## src/arcade_io_config.svh

```systemverilog
//==========================================================================
// Build-time parameters of the arcade control and timing front end
//   NUM_PLAYERS  number of joystick mapping channels
//   AUDIO_W      width of the game core audio sample
//   CE_SLOW_DIV  clk_sys cycles per pulse of the slow CPU enable
//==========================================================================

`ifndef ARCADE_IO_CONFIG_SVH
`define ARCADE_IO_CONFIG_SVH

// Joystick channels, one mapper each
`define NUM_PLAYERS 2

// Sample width from the sound board
`define AUDIO_W 10

// 25 MHz / 14 gives roughly 1.79 MHz
`define CE_SLOW_DIV 14

`endif

```

## src/arcade_io_pkg.sv

```systemverilog
//==========================================================================
// Shared types of the arcade front end
//   Vector typedefs for scan codes, controls, keys, buttons and audio
//   Bit positions inside the control and system key vectors
//   State encoding of the keyboard decoder FSM
//==========================================================================

`include "arcade_io_config.svh"

package arcade_io_pkg;

	localparam int JOY_W = 8;

	// Joystick order with bits 6 and 7 held zero
	localparam int JOY_RIGHT = 0;
	localparam int JOY_LEFT  = 1;
	localparam int JOY_DOWN  = 2;
	localparam int JOY_UP    = 3;
	localparam int JOY_FIRE1 = 4;
	localparam int JOY_FIRE2 = 5;

	localparam int SYS_COIN   = 0;
	localparam int SYS_START1 = 1;
	localparam int SYS_START2 = 2;

	typedef logic [7:0]            key_code_t;
	typedef logic [JOY_W-1:0]      joy_t;
	typedef logic [2:0]            sys_keys_t;
	typedef logic [7:0]            buttons_t;   // Active low in core order
	typedef logic [`AUDIO_W-1:0]   audio_t;

	typedef enum logic [1:0] {
		KBD_IDLE,
		KBD_BREAK,   // F0 seen
		KBD_EXT      // E0 seen
	} kbd_state_t;

endpackage

```

## src/arcade_io_top.sv

```systemverilog
//==========================================================================
// Arcade front end top level
//   Clock enables, keyboard decoder, per-player mappers,
//   button merger and sigma-delta audio
//==========================================================================

`timescale 1ns/1ps

`include "arcade_io_config.svh"

module arcade_io_top import arcade_io_pkg::*; (
	input  logic                          clk_sys,
	input  logic                          rst,
	input  key_code_t                     key_data,
	input  logic                          key_valid,
	input  logic [`NUM_PLAYERS*JOY_W-1:0] joy_flat,
	input  logic                          rotate,
	input  audio_t                        audio,
	output logic                          key_ready,
	output buttons_t                      button_n,
	output logic                          audio_out,
	output logic                          ce_12,
	output logic                          ce_6p,
	output logic                          ce_6n,
	output logic                          ce_1p79
);

	joy_t                          kbd_joy;
	sys_keys_t                     sys_keys;
	logic [`NUM_PLAYERS*JOY_W-1:0] ctl_flat;

	clock_enable_gen u_clock_enable_gen (
		.clk_sys (clk_sys),
		.rst     (rst),
		.ce_12   (ce_12),
		.ce_6p   (ce_6p),
		.ce_6n   (ce_6n),
		.ce_1p79 (ce_1p79)
	);

	key_event_decoder u_key_event_decoder (
		.clk_sys   (clk_sys),
		.rst       (rst),
		.key_data  (key_data),
		.key_valid (key_valid),
		.key_ready (key_ready),
		.kbd_joy   (kbd_joy),
		.sys_keys  (sys_keys)
	);

	// =====================================================================
	// One mapper per joystick sharing the keyboard
	// =====================================================================
	for (genvar i = 0; i < `NUM_PLAYERS; i++) begin : g_player
		player_input_mapper u_player_input_mapper (
			.clk_sys (clk_sys),
			.rst     (rst),
			.joy     (joy_flat[i*JOY_W +: JOY_W]),
			.kbd_joy (kbd_joy),
			.rotate  (rotate),
			.ctl     (ctl_flat[i*JOY_W +: JOY_W])
		);
	end

	control_merger u_control_merger (
		.clk_sys  (clk_sys),
		.rst      (rst),
		.ctl_flat (ctl_flat),
		.sys_keys (sys_keys),
		.button_n (button_n)
	);

	audio_dac u_audio_dac (
		.clk_sys   (clk_sys),
		.rst       (rst),
		.audio     (audio),
		.audio_out (audio_out)
	);

endmodule

```

## src/audio_dac.sv

```systemverilog
//==========================================================================
// First-order sigma-delta DAC
//   Sample added to a running accumulator each cycle
//   Carry out of the top bit is the one-bit stream
//==========================================================================

`timescale 1ns/1ps

`include "arcade_io_config.svh"

module audio_dac import arcade_io_pkg::*; (
	input  logic   clk_sys,
	input  logic   rst,
	input  audio_t audio,
	output logic   audio_out
);

	logic [`AUDIO_W-1:0] acc;
	logic [`AUDIO_W:0]   sum;

	assign sum = {1'b0, acc} + {1'b0, audio};

	always_ff @(posedge clk_sys) begin
		if (rst) begin
			acc       <= '0;
			audio_out <= 1'b0;
		end else begin
			acc       <= sum[`AUDIO_W-1:0];
			audio_out <= sum[`AUDIO_W];
		end
	end

endmodule

```

## src/clock_enable_gen.sv

```systemverilog
//==========================================================================
// Clock enable generator for the game core
//   ce_12 on every second clk_sys cycle
//   ce_6p / ce_6n on alternate ce_12 pulses
//   ce_1p79 once per CE_SLOW_DIV cycles
//==========================================================================

`timescale 1ns/1ps

`include "arcade_io_config.svh"

module clock_enable_gen (
	input  logic clk_sys,
	input  logic rst,
	output logic ce_12,
	output logic ce_6p,
	output logic ce_6n,
	output logic ce_1p79
);

	localparam int SLOW_W = $clog2(`CE_SLOW_DIV);

	logic [1:0]        phase;
	logic [SLOW_W-1:0] slow_cnt;

	always_ff @(posedge clk_sys) begin
		if (rst) begin
			phase    <= 2'd0;
			slow_cnt <= '0;
			ce_12    <= 1'b0;
			ce_6p    <= 1'b0;
			ce_6n    <= 1'b0;
			ce_1p79  <= 1'b0;
		end else begin
			phase <= phase + 2'd1;
			ce_12 <= phase[0];
			ce_6p <= phase[0] & ~phase[1];   // First half of the 6 MHz period
			ce_6n <= phase[0] &  phase[1];   // Second half

			// Slow enable from a reloading down counter
			ce_1p79 <= 1'b0;
			if (slow_cnt == '0) begin
				slow_cnt <= SLOW_W'(`CE_SLOW_DIV - 1);
				ce_1p79  <= 1'b1;
			end else begin
				slow_cnt <= slow_cnt - 1'b1;
			end
		end
	end

endmodule

```

## src/control_merger.sv

```systemverilog
//==========================================================================
// Button word for the game core
//   OR of all player channels plus coin and start keys
//   Reordered to the core's input order and inverted
//==========================================================================

`timescale 1ns/1ps

`include "arcade_io_config.svh"

module control_merger import arcade_io_pkg::*; (
	input  logic                          clk_sys,
	input  logic                          rst,
	input  logic [`NUM_PLAYERS*JOY_W-1:0] ctl_flat,
	input  sys_keys_t                     sys_keys,
	output buttons_t                      button_n
);

	joy_t     any_ctl;
	buttons_t word;

	always_comb begin
		any_ctl = '0;
		for (int p = 0; p < `NUM_PLAYERS; p++) begin
			any_ctl = any_ctl | ctl_flat[p*JOY_W +: JOY_W];
		end
	end

	// Fire2 goes nowhere as this core has no bomb input
	assign word = {
		sys_keys[SYS_START2],
		any_ctl[JOY_FIRE1],
		sys_keys[SYS_COIN],
		sys_keys[SYS_START1],
		any_ctl[JOY_RIGHT],
		any_ctl[JOY_LEFT],
		any_ctl[JOY_DOWN],
		any_ctl[JOY_UP]
	};

	always_ff @(posedge clk_sys) begin
		if (rst)
			button_n <= '1;   // Nothing pressed
		else
			button_n <= ~word;
	end

endmodule

```

## src/key_event_decoder.sv

```systemverilog
//==========================================================================
// PS/2 scan-code decoder
//   Byte input with valid/ready that is always ready outside reset
//   Tracks the F0 break and E0 extended prefixes
//   Holds the pressed state of every mapped key
//==========================================================================

`timescale 1ns/1ps

module key_event_decoder import arcade_io_pkg::*; (
	input  logic      clk_sys,
	input  logic      rst,
	input  key_code_t key_data,
	input  logic      key_valid,
	output logic      key_ready,
	output joy_t      kbd_joy,
	output sys_keys_t sys_keys
);

	localparam key_code_t CODE_EXT   = 8'hE0;
	localparam key_code_t CODE_BREAK = 8'hF0;

	kbd_state_t state;
	logic       take;
	logic       pressed;

	assign take    = key_valid & key_ready;
	assign pressed = (state != KBD_BREAK);   // Code after F0 is a release

	always_ff @(posedge clk_sys) begin
		if (rst) begin
			key_ready <= 1'b0;
			state     <= KBD_IDLE;
			kbd_joy   <= '0;
			sys_keys  <= '0;
		end else begin
			key_ready <= 1'b1;

			if (take) begin
				case (key_data)
					CODE_EXT:   state <= KBD_EXT;
					CODE_BREAK: state <= KBD_BREAK;   // Also after E0
					default: begin
						state <= KBD_IDLE;

						// Key map where other codes are dropped
						case (key_data)
							8'h75: kbd_joy[JOY_UP]      <= pressed;
							8'h72: kbd_joy[JOY_DOWN]    <= pressed;
							8'h6B: kbd_joy[JOY_LEFT]    <= pressed;
							8'h74: kbd_joy[JOY_RIGHT]   <= pressed;
							8'h29: kbd_joy[JOY_FIRE1]   <= pressed;   // Space
							8'h11: kbd_joy[JOY_FIRE2]   <= pressed;   // Alt
							8'h76: sys_keys[SYS_COIN]   <= pressed;   // Escape
							8'h05: sys_keys[SYS_START1] <= pressed;   // F1
							8'h06: sys_keys[SYS_START2] <= pressed;   // F2
							default: ;
						endcase
					end
				endcase
			end
		end
	end

endmodule

```

## src/player_input_mapper.sv

```systemverilog
//==========================================================================
// One player's control channel
//   Joystick ORed with the keyboard directions and fire buttons
//   Optional quarter turn of the directions for a rotated monitor
//==========================================================================

`timescale 1ns/1ps

module player_input_mapper import arcade_io_pkg::*; (
	input  logic clk_sys,
	input  logic rst,
	input  joy_t joy,
	input  joy_t kbd_joy,
	input  logic rotate,
	output joy_t ctl
);

	joy_t merged;
	joy_t turned;

	always_comb begin
		merged = joy | kbd_joy;

		turned = '0;   // Unused top bits stay low
		turned[JOY_FIRE1] = merged[JOY_FIRE1];
		turned[JOY_FIRE2] = merged[JOY_FIRE2];

		if (rotate) begin
			turned[JOY_UP]    = merged[JOY_LEFT];
			turned[JOY_DOWN]  = merged[JOY_RIGHT];
			turned[JOY_LEFT]  = merged[JOY_DOWN];
			turned[JOY_RIGHT] = merged[JOY_UP];
		end else begin
			turned[JOY_UP]    = merged[JOY_UP];
			turned[JOY_DOWN]  = merged[JOY_DOWN];
			turned[JOY_LEFT]  = merged[JOY_LEFT];
			turned[JOY_RIGHT] = merged[JOY_RIGHT];
		end
	end

	always_ff @(posedge clk_sys) begin
		if (rst)
			ctl <= '0;
		else
			ctl <= turned;
	end

endmodule

```

## config.mk

```make
export PLATFORM = sky130hd
export DESIGN_NAME = arcade_io_top
export DESIGN_NICKNAME = d
export VERILOG_FILES = /design/src/arcade_io_pkg.sv /design/src/arcade_io_top.sv /design/src/audio_dac.sv /design/src/clock_enable_gen.sv /design/src/control_merger.sv /design/src/key_event_decoder.sv /design/src/player_input_mapper.sv
export VERILOG_INCLUDE_DIRS = /design/src
export SDC_FILE = /design/constraint.sdc
export NUM_CORES = 1
export LEC_CHECK = 0
export BUFFER_PORTS_ARGS = -buffer_cell sky130_fd_sc_hd__buf_4
export CAP_MARGIN = 20
export CORE_ASPECT_RATIO = 2
export CORE_UTILIZATION = 40
export DETAILED_ROUTE_END_ITERATION = 6
export GPL_TIMING_DRIVEN = 1
export RECOVER_POWER = 25
export SYNTH_ARGS = -nofsm -noshare
export SYNTH_HDL_FRONTEND = slang
export SYNTH_SLANG_ARGS = --single-unit
```

## constraint.sdc

```tcl
create_clock -name clk_sys -period 2.1 [get_ports clk_sys]
set_input_delay 0 -clock clk_sys [delete_from_list [all_inputs] [get_ports clk_sys]]
set_output_delay 0 -clock clk_sys [all_outputs]
set_load 0.02 [all_outputs]
```

After elaboration in Yosys (flattened, before gate mapping) --
Index checks and enable logic that the tools add are counted. W data, S select, Z words.
Storage, ports and cells: memories 0, bits in writable memories 0, bits in registers 50, latch bits 0, memory bits (read-only) 0, word-level logic and storage cells 62, bits of input ports 38, output and inout port bits 14
Cells by class: eq/ne operators 11, div/mod/pow operators 0, multipliers 0, add/sub/neg operators 3, mux-type cells 6, bitwise gates (word level) 9, reductions and logical operators 11, order comparisons 0, shift-type cells 0
Operators with widths (count):
- $eq A8 B7 Y1 const B | 5
- $reduce_and A3 Y1 | 8
- $eq A8 B3 Y1 const B | 2
- $eq A8 B8 Y1 const B | 2
- $or A5 B5 Y5 | 3
- $mux W4 | 3
- $add A10 B10 Y11 | 1
- $eq A8 B6 Y1 const B | 1
- $not A8 Y8 | 1
- $logic_not A4 Y1 | 1
- $pmux W2 S2 | 1
- $reduce_or A2 Y1 | 2
- $sub A4 B1 Y4 const B | 1
- $and A1 B1 Y1 | 3
- $add A2 B1 Y2 const B | 1
- $mux W1 | 2
- $ne A2 B1 Y1 const B | 1
- $not A1 Y1 | 2

Depth between registers and ports, before layout --
Gate-level depths: netlist of run 1.
depth in word-level cells 4, depth in mapped cells 8

By module --
From an unflattened synthesis of run 1, not the netlist that was laid out.
Second synthesis, totals: cell total of the unflattened synthesis 246, area total of the unflattened synthesis 2386.0 µm²
Modules (own cells, without submodules):
- audio_dac | cells each 88, instances 1, area an instance 767.0 µm², seq. area each 220.2 µm²
- key_event_decoder | cells each 62, instances 1, area an instance 605.6 µm², seq. area each 240.2 µm²
- player_input_mapper | cells each 23, instances 2, area an instance 226.5 µm², seq. area each 120.1 µm²
- clock_enable_gen | cells each 34, instances 1, area an instance 344.1 µm², seq. area each 200.2 µm²
- control_merger | cells each 16, instances 1, area an instance 216.5 µm², seq. area each 160.2 µm²

Worst setup path before layout of run 1 --
No wires, ideal clock.
kind register -> register, from reg u_audio_dac.acc[3], to reg u_audio_dac.acc[9], required time 1.966 ns, setup time 0.134 ns, buffers on the path 0, path slack 0.294 ns, stages on the path, launching flop included 7, arrival time 1.672 ns, cells stage by stage dfxtp_1 > ha_1 > nand3_1 > o2111ai_2 > nand4_1 > mux2i_1 > or4_1
Between the ends: longest elaborated chain between the ends 1
RTL lines:
- from (decl) | RTL line audio_dac.sv:18 | logic [`AUDIO_W-1:0] acc;
- from (signal assigned) | RTL line audio_dac.sv:28 | acc <= sum[`AUDIO_W-1:0];
- $add A10 B10 Y11 | RTL line audio_dac.sv:21 | assign sum = {1'b0, acc} + {1'b0, audio};
Every way passes these cells. A chain may end at the register's enable or synchronous reset.

Final worst setup path of run 1 --
Same ends and word-level chain as after synthesis.

==> impl_metrics.py, run 1 <==
metrics = {
    "routing": {
        "wirelength_um": 4130,
        "drtIter0Drc": 18,
        "wire_per_inst_um": 12.4,
        "vias": 1699,
        "firstDrtPassIters": 4,
        "antenna_left": 0,
        "viasPerCell": 5.09,
        "route.detailed.drc": 0,
    },
    "power": {
        "p_leak_nw": 1.13,
        "p_switching_mw": 0.744,
        "p_comb_frac": 0.295,
        "switching_share": 0.305,
        "total_power_mw": 2.44,
        "power_density_nw_per_um2": 932,
        "pwr-share-seq": 0.466,
        "internal_power_mw": 1.70,
        "peakVddDrop_mv": 0.530,
        "clock_power_share": 0.239,
    },
    "yosys": {
        "postSynthAreaPerCell_sq_um": 9.50,
        "synthDistinctLibCells": 40,
        "synth_cells": 224,
        "ys_async_sr_fraction": 0,
        "synth_seq_area_share": 0.471,
        "postSynthNetCount": 276,
        "synth_top_cells_by_area": "dfxtp_1, ha_1, nor2_1",
        "synth_common_cells": "dfxtp_1, nor2_1, ha_1, nor3_1, nand2_1",
        "synth.cell_area_sq_um": 2130,
        "synth_warnings": 0,
        "yosys.area.top_type": "dfxtp_1",
        "synth_edf_count": 0,
        "synth_top_area_share": 0.471,
        "post-synth-top-count-cell": "dfxtp_1",
        "ys_seq_elements": 50,
        "ys.flop_type": "dfxtp_1",
    },
    "flow_run": {
        "maxCapViolations": 0,
    },
    "timing": {
        "fin_crit_ps": 1980,
        "max_freq_mhz": 506,
        "maxSlewHeadroom": 0.717,
        "rsz0062_at_grt": "false",
        "clock_skew_ps": 5.60,
        "maxSlewViolCount": 0,
        "fin_crit_sh": 0.942,
        "hold_violations": 0,
        "tns_ps": 0,
        "finalSetupViolations": 0,
        "tightestPinTransition_ps": 424,
    },
    "cts": {
        "clock_sinks": 50,
        "cts_hold_buf": 4,
        "cts.clk_slew.worst_paths_ps": 90,
        "cts_setup_buffers": 0,
        "insertion_delay_ps": 300,
        "cts_tree": "built",
        "cts-root-buf": "clkbuf_8",
        "cts_resized": 0,
        "cts_buffers": 5,
        "clk_path_buf_depth": 2,
        "cts_max_level": 2,
    },
    "setup_path": {
        "cp.required_ps": 2280,
        "worstSetupStartpointType": "flop",
        "critPathBufInv": 0,
        "cp_cell_sequence": "ha_1 -> nand3_1 -> o2111ai_2 -> nand4_1 -> mux2i_1 -> or4_1",
        "critical_path_class": "reg2reg",
        "critical_path.slowest_cell": "or4_1",
        "critPathMaxFanout": 5,
        "cp_slowest_stage_delay_ps": 500,
        "cp.arrival_ps": 2160,
        "critPathTopFamily": "simple AND/OR/NAND/NOR gates",
        "end_kind": "flop",
    },
    "die": {
        "initial_utilization": 0.414,
        "num_rows": 37,
        "core_sq_um": 5140,
        "die_w_um": 53.6,
        "fp.dieH_um": 105,
        "io_pins": 52,
        "fp.dieArea_sq_um": 5630,
    },
    "layout": {
        "final_area_sq_um": 2620,
        "finalNetCount": 327,
        "area_growth_pct": 23.2,
        "instances_no_fill": 334,
        "layout-drive-gt1-share": 0.178,
        "antennaDiodeCount": 0,
    },
    "run_status": {
        "outcome": "complete, no violations",
    },
    "grt": {
        "overflow": 0,
        "grt_first_pass_wirelength_um": 6780,
        "grt_use_total": 0.164,
        "grt_max_degree": 27,
        "antenna_found_initial": 0,
        "grt_pass1_vias": 1599,
    },
    "placement": {
        "dp.cells": 322,
        "gp_congestion": 0.726,
        "dp_hpwl_um": 3100,
        "place_area_sq_um": 2530,
        "port-buffer-count": 45,
    },
    "hold_path": {
        "hp-class": "in2reg",
    },
}
layout by cell type (no fill, tap or decap), types with 2 or more instances in the layout:
master,n
a211oi_1,9
inv_1,9
nand4b_1,3
clkbuf_8,6
or3_1,2
o21ai_0,9
o21a_1,3
xor2_1,2
mux2i_1,9
nor3_1,13
ha_1,13
a21oi_1,7
dfxtp_1,50
nor2_1,32
dlygate4sd3_1,4
o31ai_1,2
clkbuf_1,12
nor2b_1,10
buf_4,36
xnor2_1,3
nand4_1,3
nand2_1,12
nor3b_1,3
nand2b_1,3
nand3_1,3
area by class of cell:
type                            instances  area (sq um)
Clock inverter                          1          8.76
Multi-Input combinational cell        158          1070
Sequential cell                        50          1000
Timing Repair Buffer                   51           352
Fill cell                             521          2520
Clock buffer                            7          86.3
Inverter                                9          33.8
Tap cell                               58          72.6
per-stage QoR:
| stage | setup slack (ps) | utilization | hold WS [ps] |
|---|---|---|---|
| 4_1_cts | 118 | 0.518 | 0.604 |
| 5_1_grt | 8.62 | 0.510 | 5.68 |
| 2_1_floorplan | 294 | - | 116 |
| 3_3_place_gp | 191 | 0.492 | 209 |
| 6_report | 122 | 0.510 | 5.21 |
| 3_5_place_dp | 170 | 0.492 | 211 |
power groups by stage:
stage	combinational (mW)	sequential (mW)	clock [mW]
after floorplan	0.518	1.18	0
after global placement	0.718	1.16	0
after detailed placement	0.733	1.16	0
after CTS	0.743	1.14	0.611
after global routing	0.817	1.15	0.647
final	0.721	1.14	0.584
flip-flops by register name (all words and copies together) (netlist names):
register	count
g_player.u_player_input_mapper.ctl	10
u_audio_dac.acc	10
u_audio_dac.audio_out	1
u_clock_enable_gen.ce_12	1
u_clock_enable_gen.ce_1p79	1
u_clock_enable_gen.ce_6n	1
u_clock_enable_gen.ce_6p	1
u_clock_enable_gen.phase	2
u_clock_enable_gen.slow_cnt	4
u_control_merger.button_n	8
u_key_event_decoder.kbd_joy	5
u_key_event_decoder.key_ready	1
u_key_event_decoder.state	2
u_key_event_decoder.sys_keys	3
tightest hold or removal path, stage by stage:
cell,delay (ps)
buf_4,110
nor2_1,80
a211oi_1,70
cells by family after synthesis:
family	Yosys count	synth area share
xor+xnor	5	0.0206
fa+ha+maj	14	0.0859
simple gates	94	0.239
buf+inv	16	0.0282
mux	9	0.0424
flops	50	0.471
compound gates	36	0.113
final timing paths:
path | startpoint | end | slack, ps | cells after the start
worst min-delay path | joy_flat[1] | g_player[0].u_player_input_mapper.ctl[3] | 5 | 3
worst max register to register | u_audio_dac.acc[3] | u_audio_dac.acc[9] | 120 | 6
worst max-delay path | u_audio_dac.acc[3] | u_audio_dac.acc[9] | 120 | 6
worst min register to register | u_key_event_decoder.sys_keys[2] | u_control_merger.button_n[7] | 400 | 1
metal layers:
metal / vias up / global-route usage / part of all wire
met2: 35 / 0.290 / 0.55
met5: - / 0 / 0
met1: 770 / 0.169 / 0.39
met3: 7 / 0.0378 / 0.034
met4: 0 / 0.0789 / 0.025
li1: 887 / - / -
Note: power is estimated with default switching activity, not from simulation.
==> inputs of run 2 (changes only) <==
--- a/config.mk
+++ b/config.mk
@@ -6,6 +6,7 @@
 export SDC_FILE = /design/constraint.sdc
 export NUM_CORES = 1
 export LEC_CHECK = 0
+export ABC_AREA = 1
 export BUFFER_PORTS_ARGS = -buffer_cell sky130_fd_sc_hd__buf_4
 export CAP_MARGIN = 20
 export CORE_ASPECT_RATIO = 2
==> impl_metrics.py, run 2 <==
metrics = {
    "run_status": {
        "outcome": "complete, no violations",
    },
    "routing": {
        "firstDrtPassIters": 4,
        "drtIter0Drc": 24,
        "viasPerCell": 4.77,
        "wirelength_um": 4310,
        "route.detailed.drc": 0,
        "wire_per_inst_um": 10.3,
        "vias": 1997,
        "antenna_left": 0,
    },
    "timing": {
        "tightestPinTransition_ps": 637,
        "maxSlewHeadroom": 0.575,
        "max_freq_mhz": 576,
        "clock_skew_ps": 9.24,
        "rsz0062_at_grt": "false",
        "tns_ps": 0,
        "fin_crit_sh": 0.827,
        "finalSetupViolations": 0,
        "fin_crit_ps": 1740,
        "hold_violations": 0,
        "maxSlewViolCount": 0,
    },
    "yosys": {
        "synth_cells": 302,
        "synth_edf_count": 0,
        "postSynthNetCount": 354,
        "synth_warnings": 0,
        "ys.flop_type": "dfxtp_1",
        "synth_common_cells": "nor2_1, nand2_1, dfxtp_1",
        "yosys.area.top_type": "dfxtp_1",
        "ys_async_sr_fraction": 0,
        "synth_seq_area_share": 0.450,
        "post-synth-top-count-cell": "nor2_1",
        "synthDistinctLibCells": 22,
        "synth.cell_area_sq_um": 2220,
        "postSynthAreaPerCell_sq_um": 7.36,
        "synth_top_area_share": 0.450,
        "ys_seq_elements": 50,
        "synth_top_cells_by_area": "dfxtp_1, nor2_1, nand2_1",
    },
    "cts": {
        "insertion_delay_ps": 310,
        "cts_max_level": 2,
        "cts-root-buf": "clkbuf_8",
        "cts_tree": "built",
        "cts_buffers": 5,
        "cts_resized": 0,
        "clock_sinks": 50,
        "cts_hold_buf": 9,
        "cts_setup_buffers": 0,
        "cts.clk_slew.worst_paths_ps": 90,
        "clk_path_buf_depth": 2,
    },
    "setup_path": {
        "cp_slowest_stage_delay_ps": 390,
        "critPathBufInv": 2,
        "cpMostUsedCell": "nand2_1",
        "worstSetupStartpointType": "flop",
        "cp.arrival_ps": 1990,
        "critPathTopFamily": "simple AND/OR/NAND/NOR gates",
        "end_kind": "flop",
        "critical_path_class": "reg2reg",
        "cp.required_ps": 2350,
        "cp_cell_sequence": "ha_1 -> inv_1 -> fa_1 -> nand3b_1 -> nand2_1 -> nand2_1 -> nand2_1 -> nand2_1 -> nand2_1 -> nand2_1 -> inv_1",
        "critPathMaxFanout": 4,
        "rrSetupSlack_ps": 360,
        "critical_path.slowest_cell": "fa_1",
    },
    "die": {
        "core_sq_um": 5370,
        "io_pins": 52,
        "die_w_um": 54.7,
        "num_rows": 38,
        "fp.dieH_um": 107,
        "initial_utilization": 0.414,
        "fp.dieArea_sq_um": 5880,
    },
    "hold_path": {
        "hp-class": "in2reg",
    },
    "layout": {
        "antennaDiodeCount": 0,
        "layout-drive-gt1-share": 0.156,
        "finalNetCount": 411,
        "area_growth_pct": 23.5,
        "instances_no_fill": 419,
        "mostFrequentLayoutCells": "nor2_1, nand2_1, dfxtp_1, inv_1, buf_4",
        "final_common_cell": "nor2_1",
        "reg_top3": "g_player.u_player_input_mapper.ctl: 10 flops, u_audio_dac.acc: 10 flops, u_control_merger.button_n: 8 flops",
        "fillerInstances": 567,
    },
    "power": {
        "clock_power_share": 0.247,
        "p_comb_frac": 0.263,
        "p_leak_nw": 1.30,
        "internal_power_mw": 1.51,
        "pwr-share-seq": 0.490,
        "power_density_nw_per_um2": 805,
        "peakVddDrop_mv": 0.669,
        "p_switching_mw": 0.699,
        "switching_share": 0.316,
    },
    "flow_run": {
        "maxCapViolations": 0,
    },
    "placement": {
        "dp.cells": 403,
        "dp_hpwl_um": 3240,
        "gp_congestion": 0.857,
        "port-buffer-count": 45,
    },
    "grt": {
        "overflow": 0,
        "grt_use_total": 0.164,
        "antenna_found_initial": 0,
        "grt_max_degree": 37,
        "grt_pass1_vias": 1813,
        "grt_first_pass_wirelength_um": 7040,
    },
}
run 2: changes by cell type after synthesis, moves of 9 or more:
cell	change
nand3_1	+9
o21ai_0	+13
nand2_1	+42
mux2i_1	-9
nor3_1	-10
a211oi_1	-9
inv_1	+29
nor2_1	+26
nor2b_1	-10
a21oi_1	+15
run 2: final timing paths:
kind / startpoint / end / cells after the start
min reg2reg: u_key_event_decoder.sys_keys[1] / u_control_merger.button_n[4] / 1
max: u_audio_dac.acc[0] / u_audio_dac.audio_out / 11
max reg2reg: u_audio_dac.acc[0] / u_audio_dac.audio_out / 11
min: joy_flat[11] / g_player[1].u_player_input_mapper.ctl[0] / 4
run 2: cell type report:
| cell class | instances | area (sq um) | share of cell area |
|---|---|---|---|
| Multi-Input combinational cell | 208 | 1050 | 0.383 |
| Sequential cell | 50 | 1000 | 0.365 |
| Timing Repair Buffer | 54 | 383 | 0.139 |
| Inverter | 40 | 150 | 0.0547 |
| Tap cell | 60 | 75.1 | 0.0273 |
| Clock buffer | 5 | 68.8 | 0.0251 |
| Clock inverter | 2 | 15.0 | 0.00547 |
run 2: metrics by stage:
step / hold slack (ps) / power [mW] / instance area [sq um] / utilization / setup slack (ps)
2_1_floorplan: 69.1 / 1.52 / 2220 / - / 585
3_3_place_gp: 210 / 1.68 / 2620 / 0.487 / 421
3_5_place_dp: 212 / 1.69 / 2620 / 0.487 / 377
4_1_cts: 0.503 / 2.25 / 2790 / 0.519 / 361
5_1_grt: 18.1 / 2.38 / 2750 / 0.511 / 220
6_report: 12.3 / 2.21 / 2750 / 0.511 / 364
run 2: worst min-delay path, stage by stage:
cell and delay [ps]:
buf_4 70, or2_2 100, nor2_1 40, nor2_1 80
run 2: power by group through the flow:
stage	Clock (mW)	Combinational (mW)	Sequential (mW)
after floorplan	0	0.394	1.13
after global placement	0	0.571	1.11
after detailed placement	0	0.584	1.11
after CTS	0.567	0.600	1.09
after global routing	0.607	0.675	1.10
final	0.546	0.581	1.08
run 2: kinds of logic after synthesis:
kind of cell               count (synthesis)  share of synthesized area
DFF                                       50                      0.450
AOI/OAI and AO/OA                         49                      0.112
adders and majority gates                 14                     0.0822
buffers and inverters                     44                     0.0760
and+or+nand+nor                          145                      0.279
run 2: per-layer routing:
metal | wire [um] | global-route usage | up-vias
li1 | - | - | 1066
met1 | 1650 | 0.161 | 886
met2 | 2330 | 0.286 | 34
met3 | 189 | 0.0395 | 11
met4 | 140 | 0.101 | 0
met5 | 0 | 0 | -
==> inputs of run 3 (changes only) <==
--- a/config.mk
+++ b/config.mk
@@ -6,13 +6,14 @@
 export SDC_FILE = /design/constraint.sdc
 export NUM_CORES = 1
 export LEC_CHECK = 0
-export ABC_AREA = 1
+export ABC_AREA = 0
 export BUFFER_PORTS_ARGS = -buffer_cell sky130_fd_sc_hd__buf_4
 export CAP_MARGIN = 20
 export CORE_ASPECT_RATIO = 2
 export CORE_UTILIZATION = 40
 export DETAILED_ROUTE_END_ITERATION = 6
 export GPL_TIMING_DRIVEN = 1
+export PLACE_DENSITY = 0.65
 export RECOVER_POWER = 25
 export SYNTH_ARGS = -nofsm -noshare
 export SYNTH_HDL_FRONTEND = slang
==> constraint.sdc (replaced) <==
create_clock -name clk_sys -period 1.55 [get_ports clk_sys]
set_input_delay 0 -clock clk_sys [delete_from_list [all_inputs] [get_ports clk_sys]]
set_output_delay 0 -clock clk_sys [all_outputs]
set_load 0.02 [all_outputs]
==> impl_metrics.py, run 3 (same netlist as run 1, synthesis figures left out) <==
metrics = {
    "hold_path": {
        "hp-class": "in2reg",
        "worstHoldStart": "joy_flat[2]",
        "hold_end": "g_player[0].u_player_input_mapper.ctl[1]",
        "whs_path_depth": 3,
    },
    "power": {
        "power_density_nw_per_um2": 1300,
        "peakVddDrop_mv": 0.940,
        "p_leak_nw": 1.27,
    },
    "cts": {
        "clock_sinks": 50,
        "cts_max_level": 2,
        "insertion_delay_ps": 320,
        "cts_tree": "built",
        "cts_buffers": 5,
        "cts.clk_slew.worst_paths_ps": 100,
        "cts-root-buf": "clkbuf_8",
        "clk_path_buf_depth": 2,
    },
    "grt": {
        "grt_first_pass_wirelength_um": 7590,
        "overflow": 0,
        "antenna_found_initial": 0,
        "grt_max_degree": 32,
        "grt_use_total": 0.188,
        "grt_pass1_vias": 1762,
    },
    "die": {
        "num_rows": 37,
        "fp.dieH_um": 105,
        "initial_utilization": 0.414,
        "core_sq_um": 5140,
        "io_pins": 52,
        "die_w_um": 53.6,
        "fp.dieArea_sq_um": 5630,
    },
    "placement": {
        "dp.cells": 336,
        "preCtsSetupSlack_ps": -277,
        "dp_hpwl_um": 3230,
        "port-buffer-count": 45,
        "gp_congestion": 0.767,
    },
    "layout": {
        "reg_top3": "g_player.u_player_input_mapper.ctl: 10 flops, u_audio_dac.acc: 10 flops, u_control_merger.button_n: 8 flops",
        "layout-drive-gt1-share": 0.270,
        "final_common_cell": "buf_4",
        "instances_no_fill": 362,
        "area_growth_pct": 40.7,
        "mostFrequentLayoutCells": "buf_4, dfxtp_1, nor2_1, dlygate4sd3_1, clkbuf_1",
        "antennaDiodeCount": 0,
        "finalNetCount": 355,
    },
    "timing": {
        "clock_skew_ps": 3.25,
        "hold_violations": 0,
        "max_freq_mhz": 567,
        "fin_ws_ps": -214,
        "tightestPinTransition_ps": 477,
        "maxSlewHeadroom": 0.682,
        "rsz0062_at_grt": "true",
        "hold_ws_ps": 10.4,
        "finalSetupViolations": 5,
        "fin_crit_sh": 1.14,
        "tns_ps": -663,
        "fin_crit_ps": 1760,
        "maxSlewViolCount": 0,
    },
    "setup_path": {
        "r2r_end": "u_audio_dac.acc[9]",
        "ff2ff_path_depth": 7,
        "worstSetupStartpointType": "flop",
        "end_kind": "flop",
        "rrSetupSlack_ps": -210,
        "critical_path_class": "reg2reg",
        "cp.required_ps": 1750,
        "cp.arrival_ps": 1970,
        "critPathMaxFanout": 3,
        "r2r-start": "u_audio_dac.acc[4]",
    },
    "routing": {
        "vias": 1847,
        "route.detailed.drc": 0,
        "drtIter0Drc": 23,
        "wirelength_um": 4650,
        "antenna_left": 0,
        "wire_per_inst_um": 12.8,
        "firstDrtPassIters": 4,
        "viasPerCell": 5.10,
    },
    "flow_run": {
        "maxCapViolations": 0,
    },
    "run_status": {
        "outcome": "finished, violations left",
        "violations": "negative setup slack",
    },
}
run 3: cell type report:
type                            instances  area, sq um
Tap cell                               58         72.6
Inverter                                9         33.8
Clock buffer                            5         68.8
Fill cell                             471         2150
Clock inverter                          3         48.8
Timing Repair Buffer                   79          586
Multi-Input combinational cell        158         1180
Sequential cell                        50         1010
run 3: metal layers:
metal | part of all wire | up-vias | global-route usage
met5 | 0 | - | 0
met4 | 0.028 | 0 | 0.103
met3 | 0.038 | 9 | 0.0437
met2 | 0.56 | 44 | 0.330
met1 | 0.37 | 846 | 0.190
li1 | - | 948 | -
run 3: critical path, cell delays in order (launching register included):
cell and delay, ps:
dfxtp_2 340, ha_4 280, buf_6 100, nand3_2 70, o2111ai_4 100, nand4_1 120, mux2i_1 130, or4_1 500
run 3: repair_timing:
item                                   in CTS  in global routing
endpoints found under the hold margin      13                  0
gates resized for setup                    12                  2
setup endpoints to repair                   5                  7
hold buffers                               15                  0
buffers inserted                            1                  2
pin swaps                                  10                  8
run 3: report_power, final:
group / switching, mW / internal, mW
combinational: 0.638 / 0.719
sequential: 0.0824 / 1.47
clock: 0.477 / 0.492
run 3: worst max path at each step:
stage	start	to	slack, ps	cells after the start
finish	u_audio_dac.acc[4]	u_audio_dac.acc[9]	-210	7
CTS	u_audio_dac.acc[4]	u_audio_dac.acc[9]	-230	6
global route	u_audio_dac.acc[4]	u_audio_dac.acc[9]	-290	7
floorplan	u_audio_dac.acc[4]	u_audio_dac.acc[9]	-200	6
detailed placement	u_audio_dac.acc[4]	u_audio_dac.acc[9]	-280	6
global placement	u_audio_dac.acc[4]	u_audio_dac.acc[9]	-260	6
run 3: through the flow:
| stage | total power, mW | util | cell area, sq um |
|---|---|---|---|
| finish | 3.88 | 0.582 | 2990 |
| global route | 4.13 | 0.582 | 2990 |
| CTS | 3.90 | 0.588 | 3020 |
| detailed placement | 2.79 | 0.523 | 2690 |
| global placement | 2.76 | 0.523 | 2690 |
| floorplan | 2.36 | - | 2180 |
